## src/design/nocArb_params.svh

```systemverilog
`ifndef NOCARB_PARAMS_SVH
`define NOCARB_PARAMS_SVH

////////////////////
// Port count
////////////////////

// Local, North, East, West and South.
`define NUM_PORTS 5

////////////////////
// Flit layout
////////////////////

`define FLIT_W    16
`define TYPE_MSB  15
`define TYPE_LSB  13

// Length field of a head flit, also the width of a timer budget.
`define LEN_W     12

`endif

```

## src/design/nocArbPkg.sv

```systemverilog
`default_nettype none

`include "nocArb_params.svh"

package nocArbPkg;

  // Carried in bits TYPE_MSB down to TYPE_LSB of every flit.
  typedef enum logic [`TYPE_MSB-`TYPE_LSB:0] {
    HEAD = 3'd1,
    BODY = 3'd2,
    TAIL = 3'd3
  } flitType_e;

  // One-hot, bit p+1 marks port p as the grant holder.
  typedef enum logic [`NUM_PORTS:0] {
    IDLE = 6'b000001,
    GL   = 6'b000010,
    GN   = 6'b000100,
    GE   = 6'b001000,
    GW   = 6'b010000,
    GS   = 6'b100000
  } grantState_e;

  // Indexed Local 0, North 1, East 2, West 3, South 4.
  typedef logic [`NUM_PORTS-1:0] portVec_t;

endpackage

`default_nettype wire

```

## src/design/portTimer.sv

```systemverilog
`default_nettype none

`include "nocArb_params.svh"

module portTimer (
  input  logic              clk,
  input  logic              rst,
  input  logic              run,
  input  logic              load,
  input  logic              step,
  input  logic [`LEN_W-1:0] length,
  output logic              timesUp
);

  logic [`LEN_W-1:0] budget;
  logic [`LEN_W-1:0] count;

  // Full budget until the first header sets one.
  always_ff @(posedge clk)
  begin
    if (rst)
      budget <= '1;
    else if (load)
      budget <= length;
  end

  // Counts forwarded flits, not cycles.
  always_ff @(posedge clk)
  begin
    if (rst || !run)
      count <= '0;
    else if (step)
      count <= count + 1'b1;
  end

  assign timesUp = (count >= budget);

endmodule

`default_nettype wire

```

## src/design/flitIngress.sv

```systemverilog
`default_nettype none

`include "nocArb_params.svh"

module flitIngress (
  input  logic               clk,
  input  logic               rst,
  input  logic               inReq,
  input  logic [`FLIT_W-1:0] inFlit,
  output logic               inAck,
  input  logic               take,
  output logic               pending,
  output logic [`FLIT_W-1:0] heldFlit
);

  typedef enum logic [1:0] {
    EMPTY,
    FULL,
    ACKING
  } ingState_e;

  ingState_e state;
  ingState_e nextState;

  always_comb
  begin
    nextState = state;
    case (state)
      EMPTY:
        if (inReq)
          nextState = FULL;
      FULL:
        if (take)
          nextState = ACKING;
      // Ack is held until the sender drops req.
      ACKING:
        if (!inReq)
          nextState = EMPTY;
      default:
        nextState = EMPTY;
    endcase
  end

  always_ff @(posedge clk)
  begin
    if (rst)
      state <= EMPTY;
    else
      state <= nextState;
  end

  // Data is stable while req is high.
  always_ff @(posedge clk)
  begin
    if (state == EMPTY && inReq)
      heldFlit <= inFlit;
  end

  assign pending = (state == FULL);
  assign inAck   = (state == ACKING);

endmodule

`default_nettype wire

```

## src/design/grantArbiter.sv

```systemverilog
`default_nettype none

`include "nocArb_params.svh"

module grantArbiter (
  input  logic                   clk,
  input  logic                   rst,
  input  nocArbPkg::portVec_t    pending,
  input  logic [`FLIT_W-1:0]     heldFlit [`NUM_PORTS],
  input  nocArbPkg::portVec_t    take,
  output nocArbPkg::grantState_e grant
);

  nocArbPkg::portVec_t    run;
  nocArbPkg::portVec_t    load;
  nocArbPkg::portVec_t    timesUp;
  nocArbPkg::grantState_e nextGrant;
  logic [2:0]             curPort;
  logic                   keep;

  // First pending port at or after start, wrapping past South.
  function automatic nocArbPkg::grantState_e firstPending(
    input nocArbPkg::portVec_t req,
    input int unsigned         start
  );
    nocArbPkg::grantState_e pick;
    int unsigned            idx;
    pick = nocArbPkg::IDLE;
    // Walk backwards so the closest port is picked last.
    for (int i = `NUM_PORTS - 1; i >= 0; i--)
    begin
      idx = start + i;
      if (idx >= `NUM_PORTS)
        idx = idx - `NUM_PORTS;
      if (req[idx])
        pick = nocArbPkg::grantState_e'(6'b000010 << idx);
    end
    return pick;
  endfunction

  ////////////////////
  // Per-port timers
  ////////////////////

  for (genvar p = 0; p < `NUM_PORTS; p++)
  begin : gTimer
    assign run[p]  = grant[p + 1];
    assign load[p] = take[p] &&
      (nocArbPkg::flitType_e'(heldFlit[p][`TYPE_MSB:`TYPE_LSB]) == nocArbPkg::HEAD);

    portTimer u_portTimer (
      .clk     (clk),
      .rst     (rst),
      .run     (run[p]),
      .load    (load[p]),
      .step    (take[p]),
      .length  (heldFlit[p][`LEN_W-1:0]),
      .timesUp (timesUp[p])
    );
  end

  ////////////////////
  // Grant FSM
  ////////////////////

  always_comb
  begin
    case (grant)
      nocArbPkg::GL:
        curPort = 3'd0;
      nocArbPkg::GN:
        curPort = 3'd1;
      nocArbPkg::GE:
        curPort = 3'd2;
      nocArbPkg::GW:
        curPort = 3'd3;
      nocArbPkg::GS:
        curPort = 3'd4;
      default:
        curPort = 3'd0;
    endcase
  end

  // The holder stays until it runs dry or spends its budget.
  assign keep = pending[curPort] && !timesUp[curPort];

  always_comb
  begin
    if (grant == nocArbPkg::IDLE)
      nextGrant = firstPending(pending, 0);
    else if (keep)
      nextGrant = grant;
    else
      nextGrant = firstPending(pending, curPort + 1);
  end

  always_ff @(posedge clk)
  begin
    if (rst)
      grant <= nocArbPkg::IDLE;
    else
      grant <= nextGrant;
  end

endmodule

`default_nettype wire

```

## src/design/flitForward.sv

```systemverilog
`default_nettype none

`include "nocArb_params.svh"

module flitForward (
  input  logic                   clk,
  input  logic                   rst,
  input  nocArbPkg::grantState_e grant,
  input  nocArbPkg::portVec_t    pending,
  input  logic [`FLIT_W-1:0]     heldFlit [`NUM_PORTS],
  output nocArbPkg::portVec_t    take,
  output logic                   outReq,
  output logic [`FLIT_W-1:0]     outFlit,
  input  logic                   outAck
);

  typedef enum logic [1:0] {
    READY,
    SEND,
    DRAIN
  } fwdState_e;

  fwdState_e           state;
  nocArbPkg::portVec_t granted;
  logic [`FLIT_W-1:0]  selFlit;
  logic                loadFlit;

  assign granted  = grant[`NUM_PORTS:1];
  assign take     = (state == READY) ? (granted & pending) : '0;
  assign loadFlit = |take;

  // Grant is one-hot so an OR of the masked flits picks one.
  always_comb
  begin
    selFlit = '0;
    for (int p = 0; p < `NUM_PORTS; p++)
      if (granted[p])
        selFlit = selFlit | heldFlit[p];
  end

  always_ff @(posedge clk)
  begin
    if (loadFlit)
      outFlit <= selFlit;
  end

  always_ff @(posedge clk)
  begin
    if (rst)
      state <= READY;
    else
      case (state)
        READY:
          if (loadFlit)
            state <= SEND;
        SEND:
          if (outAck)
            state <= DRAIN;
        DRAIN:
          if (!outAck)
            state <= READY;
        default:
          state <= READY;
      endcase
  end

  assign outReq = (state == SEND);

endmodule

`default_nettype wire

```

## src/design/nocArbTop.sv

```systemverilog
`default_nettype none

`include "nocArb_params.svh"

module nocArbTop (
  input  logic                clk,
  input  logic                rst,
  input  nocArbPkg::portVec_t inReq,
  input  logic [`FLIT_W-1:0]  inFlit [`NUM_PORTS],
  output nocArbPkg::portVec_t inAck,
  output logic                outReq,
  output logic [`FLIT_W-1:0]  outFlit,
  input  logic                outAck
);

  nocArbPkg::portVec_t    pending;
  nocArbPkg::portVec_t    take;
  nocArbPkg::grantState_e grant;
  logic [`FLIT_W-1:0]     heldFlit [`NUM_PORTS];

  ////////////////////
  // Ingress stage
  ////////////////////

  for (genvar p = 0; p < `NUM_PORTS; p++)
  begin : gIngress
    flitIngress u_flitIngress (
      .clk      (clk),
      .rst      (rst),
      .inReq    (inReq[p]),
      .inFlit   (inFlit[p]),
      .inAck    (inAck[p]),
      .take     (take[p]),
      .pending  (pending[p]),
      .heldFlit (heldFlit[p])
    );
  end

  ////////////////////
  // Arbitration and output
  ////////////////////

  grantArbiter u_grantArbiter (
    .clk      (clk),
    .rst      (rst),
    .pending  (pending),
    .heldFlit (heldFlit),
    .take     (take),
    .grant    (grant)
  );

  flitForward u_flitForward (
    .clk      (clk),
    .rst      (rst),
    .grant    (grant),
    .pending  (pending),
    .heldFlit (heldFlit),
    .take     (take),
    .outReq   (outReq),
    .outFlit  (outFlit),
    .outAck   (outAck)
  );

endmodule

`default_nettype wire

```

## config.mk

```make
export PLATFORM = sky130hd
export DESIGN_NAME = nocArbTop
export DESIGN_NICKNAME = d
export VERILOG_FILES = /design/src/design/nocArbPkg.sv /design/src/design/portTimer.sv /design/src/design/flitIngress.sv /design/src/design/grantArbiter.sv /design/src/design/flitForward.sv /design/src/design/nocArbTop.sv
export VERILOG_INCLUDE_DIRS = /design/src /design/src/design
export SDC_FILE = /design/constraint.sdc
export NUM_CORES = 1
export LEC_CHECK = 0
export BUFFER_PORTS_ARGS = -buffer_cell sky130_fd_sc_hd__buf_2
export CAP_MARGIN = 5
export CORE_ASPECT_RATIO = 2
export CORE_UTILIZATION = 23
export CTS_CLUSTER_SIZE = 25
export DETAILED_ROUTE_END_ITERATION = 8
export GPL_TIMING_DRIVEN = 1
export SLEW_MARGIN = 0
export SYNTH_ARGS = -nofsm -noshare
export SYNTH_HDL_FRONTEND = slang
export SYNTH_SLANG_ARGS = --single-unit
```

## constraint.sdc

```tcl
create_clock -name clk -period 4.5 [get_ports clk]
set_input_delay 0 -clock clk [delete_from_list [all_inputs] [get_ports clk]]
set_output_delay 0 -clock clk [all_outputs]
set_load 0.01 [all_outputs]
```

**Word level (Yosys, flattened, before mapping)**

Index checks and enable logic that the tools add are counted.
W data, S select, Z words.

- Shift operators: 5
- Equal/unequal tests: 41
- Multipliers: 0
- Mux-type cells: 72
- Bitwise gates (word level): 5
- Order comparisons: 16
- Add/sub/neg operators: 15
- Reduce and logical (&&, ||, !) cells: 35
- Divide/modulo/power cells: 0

Operators by type and width:

| cell | count |
|---|---|
| $mux W32 | 15 |
| $ge A32 B3 Y1 const B | 5 |
| $lt A32 B4 Y1 const B | 5 |
| $shl A2 B32 Y6 const A | 5 |
| $sub A32 B3 Y32 const B | 5 |
| $mux W16 | 5 |
| $mux W6 | 12 |
| $add A32 B2 Y32 const B | 2 |
| $or A16 B16 Y16 | 4 |
| $add A12 B1 Y12 const B | 5 |
| $ge A12 B12 Y1 | 5 |
| $mux W2 | 18 |
| $pmux W2 S3 | 6 |
| $add A32 B1 Y32 const B | 1 |
| $add A32 B3 Y32 const B | 1 |
| $ne A2 B2 Y1 const B | 12 |
| $bmux W1 S3 | 7 |
| $reduce_and A3 Y1 | 6 |
| $eq A3 B1 Y1 const B | 5 |
| $ne A2 B1 Y1 const B | 7 |
| $eq A2 B1 Y1 const B | 6 |
| $eq A2 B2 Y1 const B | 6 |
| $logic_not A2 Y1 | 6 |
| $pmux W3 S4 | 1 |
| 14 further kinds | 39 |

- Bits in writable memories: 0
- Register bits: 234
- Latch bits: 0
- Bits in read-only memories: 0
- Memories: 0
- Bits of input ports: 88
- Output and inout port bits: 22

**Logic depth before layout (Yosys ltp)**

- Depth after elaboration: 17
- Mapped depth: 20
- Mapped depth without buffers: 18

**Hierarchy**

Synthesis repeated with hierarchy kept, for this count alone.

- Cell total of the unflattened synthesis: 1242
- Area, all modules: 12453.2 um2

Modules (own cells, without submodules):

| module | sequential area each (um2) | area an instance (um2) | cells an instance | instances |
|---|---|---|---|---|
| portTimer | 480.5 | 1222.4 | 139 | 5 |
| flitIngress | 520.5 | 591.8 | 27 | 5 |
| grantArbiter | 120.1 | 2327.2 | 315 | 1 |
| flitForward | 520.5 | 1054.8 | 97 | 1 |

**Worst setup path before layout**

Ideal clock, no wire load.

- Kind: register to register
- From: register u_grantArbiter.grant[1]
- To: register u_grantArbiter.grant[3]
- Stages on the path, launching flop included: 21
- Data arrival time: 4665 ps
- Slack: -256 ps
- Path through: dfxtp_1 -> buf_4 -> nor4_1 -> nand2_1 -> inv_1 -> ha_1 -> clkbuf_1 -> xnor2_1 -> inv_1 -> ha_1 -> nor2b_1 -> inv_1 -> ha_1 -> nor4bb_1 -> and2_1 -> or4_1 -> nor3b_1 -> or3b_1 -> o311ai_0 -> o2111ai_1 -> a311oi_1

- Word-level cells in the longest chain between the ends: 17

RTL lines:

| what | line | RTL |
|---|---|---|
| start, declared | grantArbiter.sv:11 | `output nocArbPkg::grantState_e grant` |
| start signal, assigned | grantArbiter.sv:100 | `grant <= nocArbPkg::IDLE;` |
| start signal, assigned | grantArbiter.sv:102 | `grant <= nextGrant;` |
| $eq A6 B6 Y1 (tied with other cells) | grantArbiter.sv:68 | `case (grant)` |
| $pmux W3 S4 | grantArbiter.sv:68 |  |
| $add A3 B1 Y4 | grantArbiter.sv:94 | `nextGrant = firstPending(pending, curPort + 1);` |
| $add A32 B3 Y32 | grantArbiter.sv:32 | `idx = start + i;` |
| $sub A32 B3 Y32 (no line) or $ge A32 B3 Y1 (tied branches) | -- |  |
| $mux W32 | grantArbiter.sv:33 | `` if (idx >= `NUM_PORTS) `` |
| $mux W32 | grantArbiter.sv:91 | `else if (keep)` |
| $mux W32 | grantArbiter.sv:89 | `if (grant == nocArbPkg::IDLE)` |
| $bmux W1 S3 | grantArbiter.sv:35 | `if (req[idx])` |
| $mux W1 (not written as such) | grantArbiter.sv:35 |  |
| $mux W6 (5 in series) | grantArbiter.sv:35 |  |
| $mux W6 | grantArbiter.sv:91 |  |
| $mux W6 | grantArbiter.sv:89 |  |

Several ways; a longest one is shown, not always the timed one. The select of a mux whose other input is x is not followed.
A chain may end at the register's enable or synchronous reset.

**Worst setup path after layout**

- From: register u_grantArbiter.grant[0]
- To: register u_grantArbiter.grant[3]

The elaborated chain is that of the path after synthesis.

==> summary.md <==
| Metric | Value |
|---|---|
| Adder-Cell Fraction of Synth Area | `9.51%` |
| Register clock-pin slew on the reported worst setup and hold paths | `0.07 ns` |
| I/O pins | `110` |
| Routability cong. | `0.933` |
| DRT Wirelength | `41200 µm` |
| Slew Viols, Final | `0` |
| Net Sw Frac | `35.5%` |
| Worst Skew | `0.0135 ns` |
| Post-CTS Setup Repair Bufs | `0` |
| TritonCTS clock tree | `built` |
| Die height | `326 µm` |
| Synth Register Bits | `234` |
| Warnings from Yosys | `0` |
| Syn Area/Cell | `9.50 µm²` |
| Number of antenna diodes | `0` |
| Async set or reset register ratio after synthesis | `0%` |
| Chip width | `164 µm` |
| Core Rows | `118` |
| Layout cells sized above 1 | `14.3%` |
| Arrival time worst endpoint | `4.65 ns` |
| Internal power | `0.00427 W` |
| Sum of negative setup slack | `0 ns` |
| Final setup fails | `0` |
| VDD IR max | `438 µV` |
| Count of max-cap constraint violations | `0` |
| Final non-filler cell area | `0.0152 mm²` |
| Final Hold Viols | `0` |
| Antenna violations before repair | `0` |
| Final net count | `1647` |
| Number of flops mapped to enable cells by yosys | `96` |
| Fin crit share | `93.6%` |
| DR WL/cell | `19.2 µm` |
| Cell count after synthesis | `1268` |
| Initial DRT Pass Iterations | `5` |
| Fillers | `5326` |
| Grt ovf | `0` |
| Gate power share | `30.3%` |
| Synthesized area | `0.0121 mm²` |
| Total number of vias | `10300` |
| Antenna viol nets, final | `0` |
| DPL Wire Length | `31700 µm` |
| Simple-gate share of the synthesized area | `22.3%` |
| H-tree depth | `1` |
| Leading cell type in the layout, fill and taps excluded | `nand2_1` |
| CTS Buf Count | `23` |
| Worst Tran Pin Value | `0.858 ns` |
| Unrepaired setup endpoints after global routing | `false` |
| Clock power share | `30.4%` |
| Critical Path RT | `4.93 ns` |
| Leakage | `6.53 nW` |
| Syn nets | `1447` |
| Worst min path class | `input port to register` |
| Power per Cell Area | `435 mW/mm²` |
| Part of the Yosys area used for sequential elements | `46.8%` |
| Number of global-route vias before repair | `10700` |
| Via density | `4.81` |
| Run status | `complete, no violations` |
| Post-synthesis mux area share | `0.581%` |
| Ys flop type | `dfxtp_1` |
| Placed Area | `0.0135 mm²` |
| Clk sinks | `234` |
| Synth cell types | `73` |
| F_max | `237 MHz` |
| IO buf count | `109` |
| First-pass GRT wire length | `61900 µm` |
| GRT Util Overall | `15.5%` |
| Crit path max fanout | `9` |
| Main combinational cell family by area after synthesis | `simple AND/OR/NAND/NOR gates` |
| DRC viols | `0` |
| CTS root buf | `clkbuf_16` |
| Psw | `0.00234 W` |
| 1st-iter DRT viols | `672` |
| Die footprint | `0.0534 mm²` |
| XOR/XNOR share of the synthesized area | `3.99%` |
| WS Path Type | `register to register` |
| Area growth syn-to-layout | `26.0%` |
| Post-synthesis compound-gate area fraction | `12.1%` |
| Initial Utilization | `23.3%` |
| CP endpoint kind | `register` |
| Startpoint Class | `register` |
| Fin crit period | `4.21 ns` |
| CORE AREA | `0.0518 mm²` |
| Sequential cell fraction of total power | `39.3%` |
| Pin count of the biggest net entering global routing | `51` |
| Most frequent cells in the layout | `nand2_1, dfxtp_1, nor2_1` |
| Clock Latency Late Sink | `0.54 ns` |
| Max-slew headroom | `42.6%` |
| Clk buf depth | `3` |
worst paths after layout:
check,from,end,slack [ns],depth (start not counted)
max,u_grantArbiter.grant[0],u_grantArbiter.grant[3],0.29,18
min,inFlit[40],gIngress[2].u_flitIngress.heldFlit[8],0.17,2
max reg2reg,u_grantArbiter.grant[0],u_grantArbiter.grant[3],0.29,18
min reg2reg,u_grantArbiter.gTimer[0].u_portTimer.budget[1],u_grantArbiter.gTimer[0].u_portTimer.budget[1],0.47,2
cell usage after synthesis (16+ instances only):
cell	instances	area share [%]
a21oi_1	50	2.1
nand3_1	49	2.0
nor2b_1	16	0.83
nand2b_1	16	0.83
o21ai_0	39	1.6
nand4_1	23	1.2
inv_1	82	2.6
edfxtp_1	96	24
xor2_1	33	2.4
and3_1	20	1.0
a22oi_1	16	1.0
nor2_1	114	3.6
nor3_1	21	0.87
ha_1	90	9.3
clkbuf_1	46	1.4
dfxtp_1	138	23
a222oi_1	16	1.3
nand3b_1	56	3.5
nand2_1	160	5.0
xnor2_1	20	1.5
registers in the layout (all words and copies together), names as in the netlist:
register                                  count
u_grantArbiter.gTimer.u_portTimer.budget     60
gIngress.u_flitIngress.state                 10
u_flitForward.state                           2
u_flitForward.outFlit                        16
gIngress.u_flitIngress.heldFlit              80
u_grantArbiter.gTimer.u_portTimer.count      60
u_grantArbiter.grant                          6
critical path, stage by stage, from the launching register on:
cell and delay (ns):
dfxtp_2 0.39, nor4_4 0.38, nand2_4 0.08, inv_1 0.09, ha_1 0.19, xnor2_1 0.10
inv_1 0.09, ha_1 0.17, nor2b_4 0.20, inv_1 0.09, ha_1 0.26, nor4bb_1 0.15
and2_1 0.18, or4_1 0.46, nor3b_2 0.25, or3b_1 0.37, o311ai_0 0.14, o2111ai_1 0.21
a311oi_1 0.29
layout make-up:
class                   count  area, µm²  share of cell area (%)
well taps                 660        826                    5.44
repair buffers            235       1710                    11.3
multi-input cells         891       5910                    38.9
inverters                  83        314                    2.07
flip-flops and latches    234       5650                    37.2
clock buffers              25        583                    3.84
clock inverters            17        191                    1.26
routing by layer:
| layer | GRT usage (%) | vias to the layer above | part of all wire, % |
|---|---|---|---|
| li1 | - | 4925 | - |
| met1 | 14.8 | 4927 | 34 |
| met2 | 29.5 | 341 | 54 |
| met3 | 1.87 | 132 | 4.3 |
| met4 | 11.2 | 0 | 7.9 |
| met5 | 0 | - | 0 |
what timing repair did:
item / CTS / global route
resized for setup: 1 / 8
hold endpoints to repair: 87 / 0
endpoints found under the setup margin: 1 / 3
hold buffers: 88 / 0
kinds of logic after synthesis:
group / count (synthesis)
compound gates: 214
xor+xnor: 54
fa+ha+maj: 91
buf+inv: 143
flops: 234
mux: 4
simple gates: 528
power by group through the flow:
stage / logic (W) / clock network [W] / registers (W)
6_report: 0.00200 / 0.00201 / 0.00260
5_1_grt: 0.00214 / 0.00213 / 0.00262
4_1_cts: 0.00197 / 0.00204 / 0.00259
3_5_place_dp: 0.00190 / 0 / 0.00263
3_3_place_gp: 0.00190 / 0 / 0.00263
2_1_floorplan: 0.00114 / 0 / 0.00257
per-stage QoR:
step | total power (W) | cells | utilization [%] | hold WS [ns] | setup slack [ns]
after floorplan | 0.00371 | 1268 | - | 0.0989 | 0.00271
after global placement | 0.00453 | 2015 | 26.0 | 0.178 | 0.141
after detailed placement | 0.00453 | 2015 | 26.0 | 0.178 | 0.0403
after CTS | 0.00660 | 2145 | 29.2 | 0.155 | 0.112
after global routing | 0.00688 | 2145 | 29.3 | 0.163 | 0.0424
final | 0.00661 | 2145 | 29.3 | 0.171 | 0.288
(Power assumes the default switching activity.)
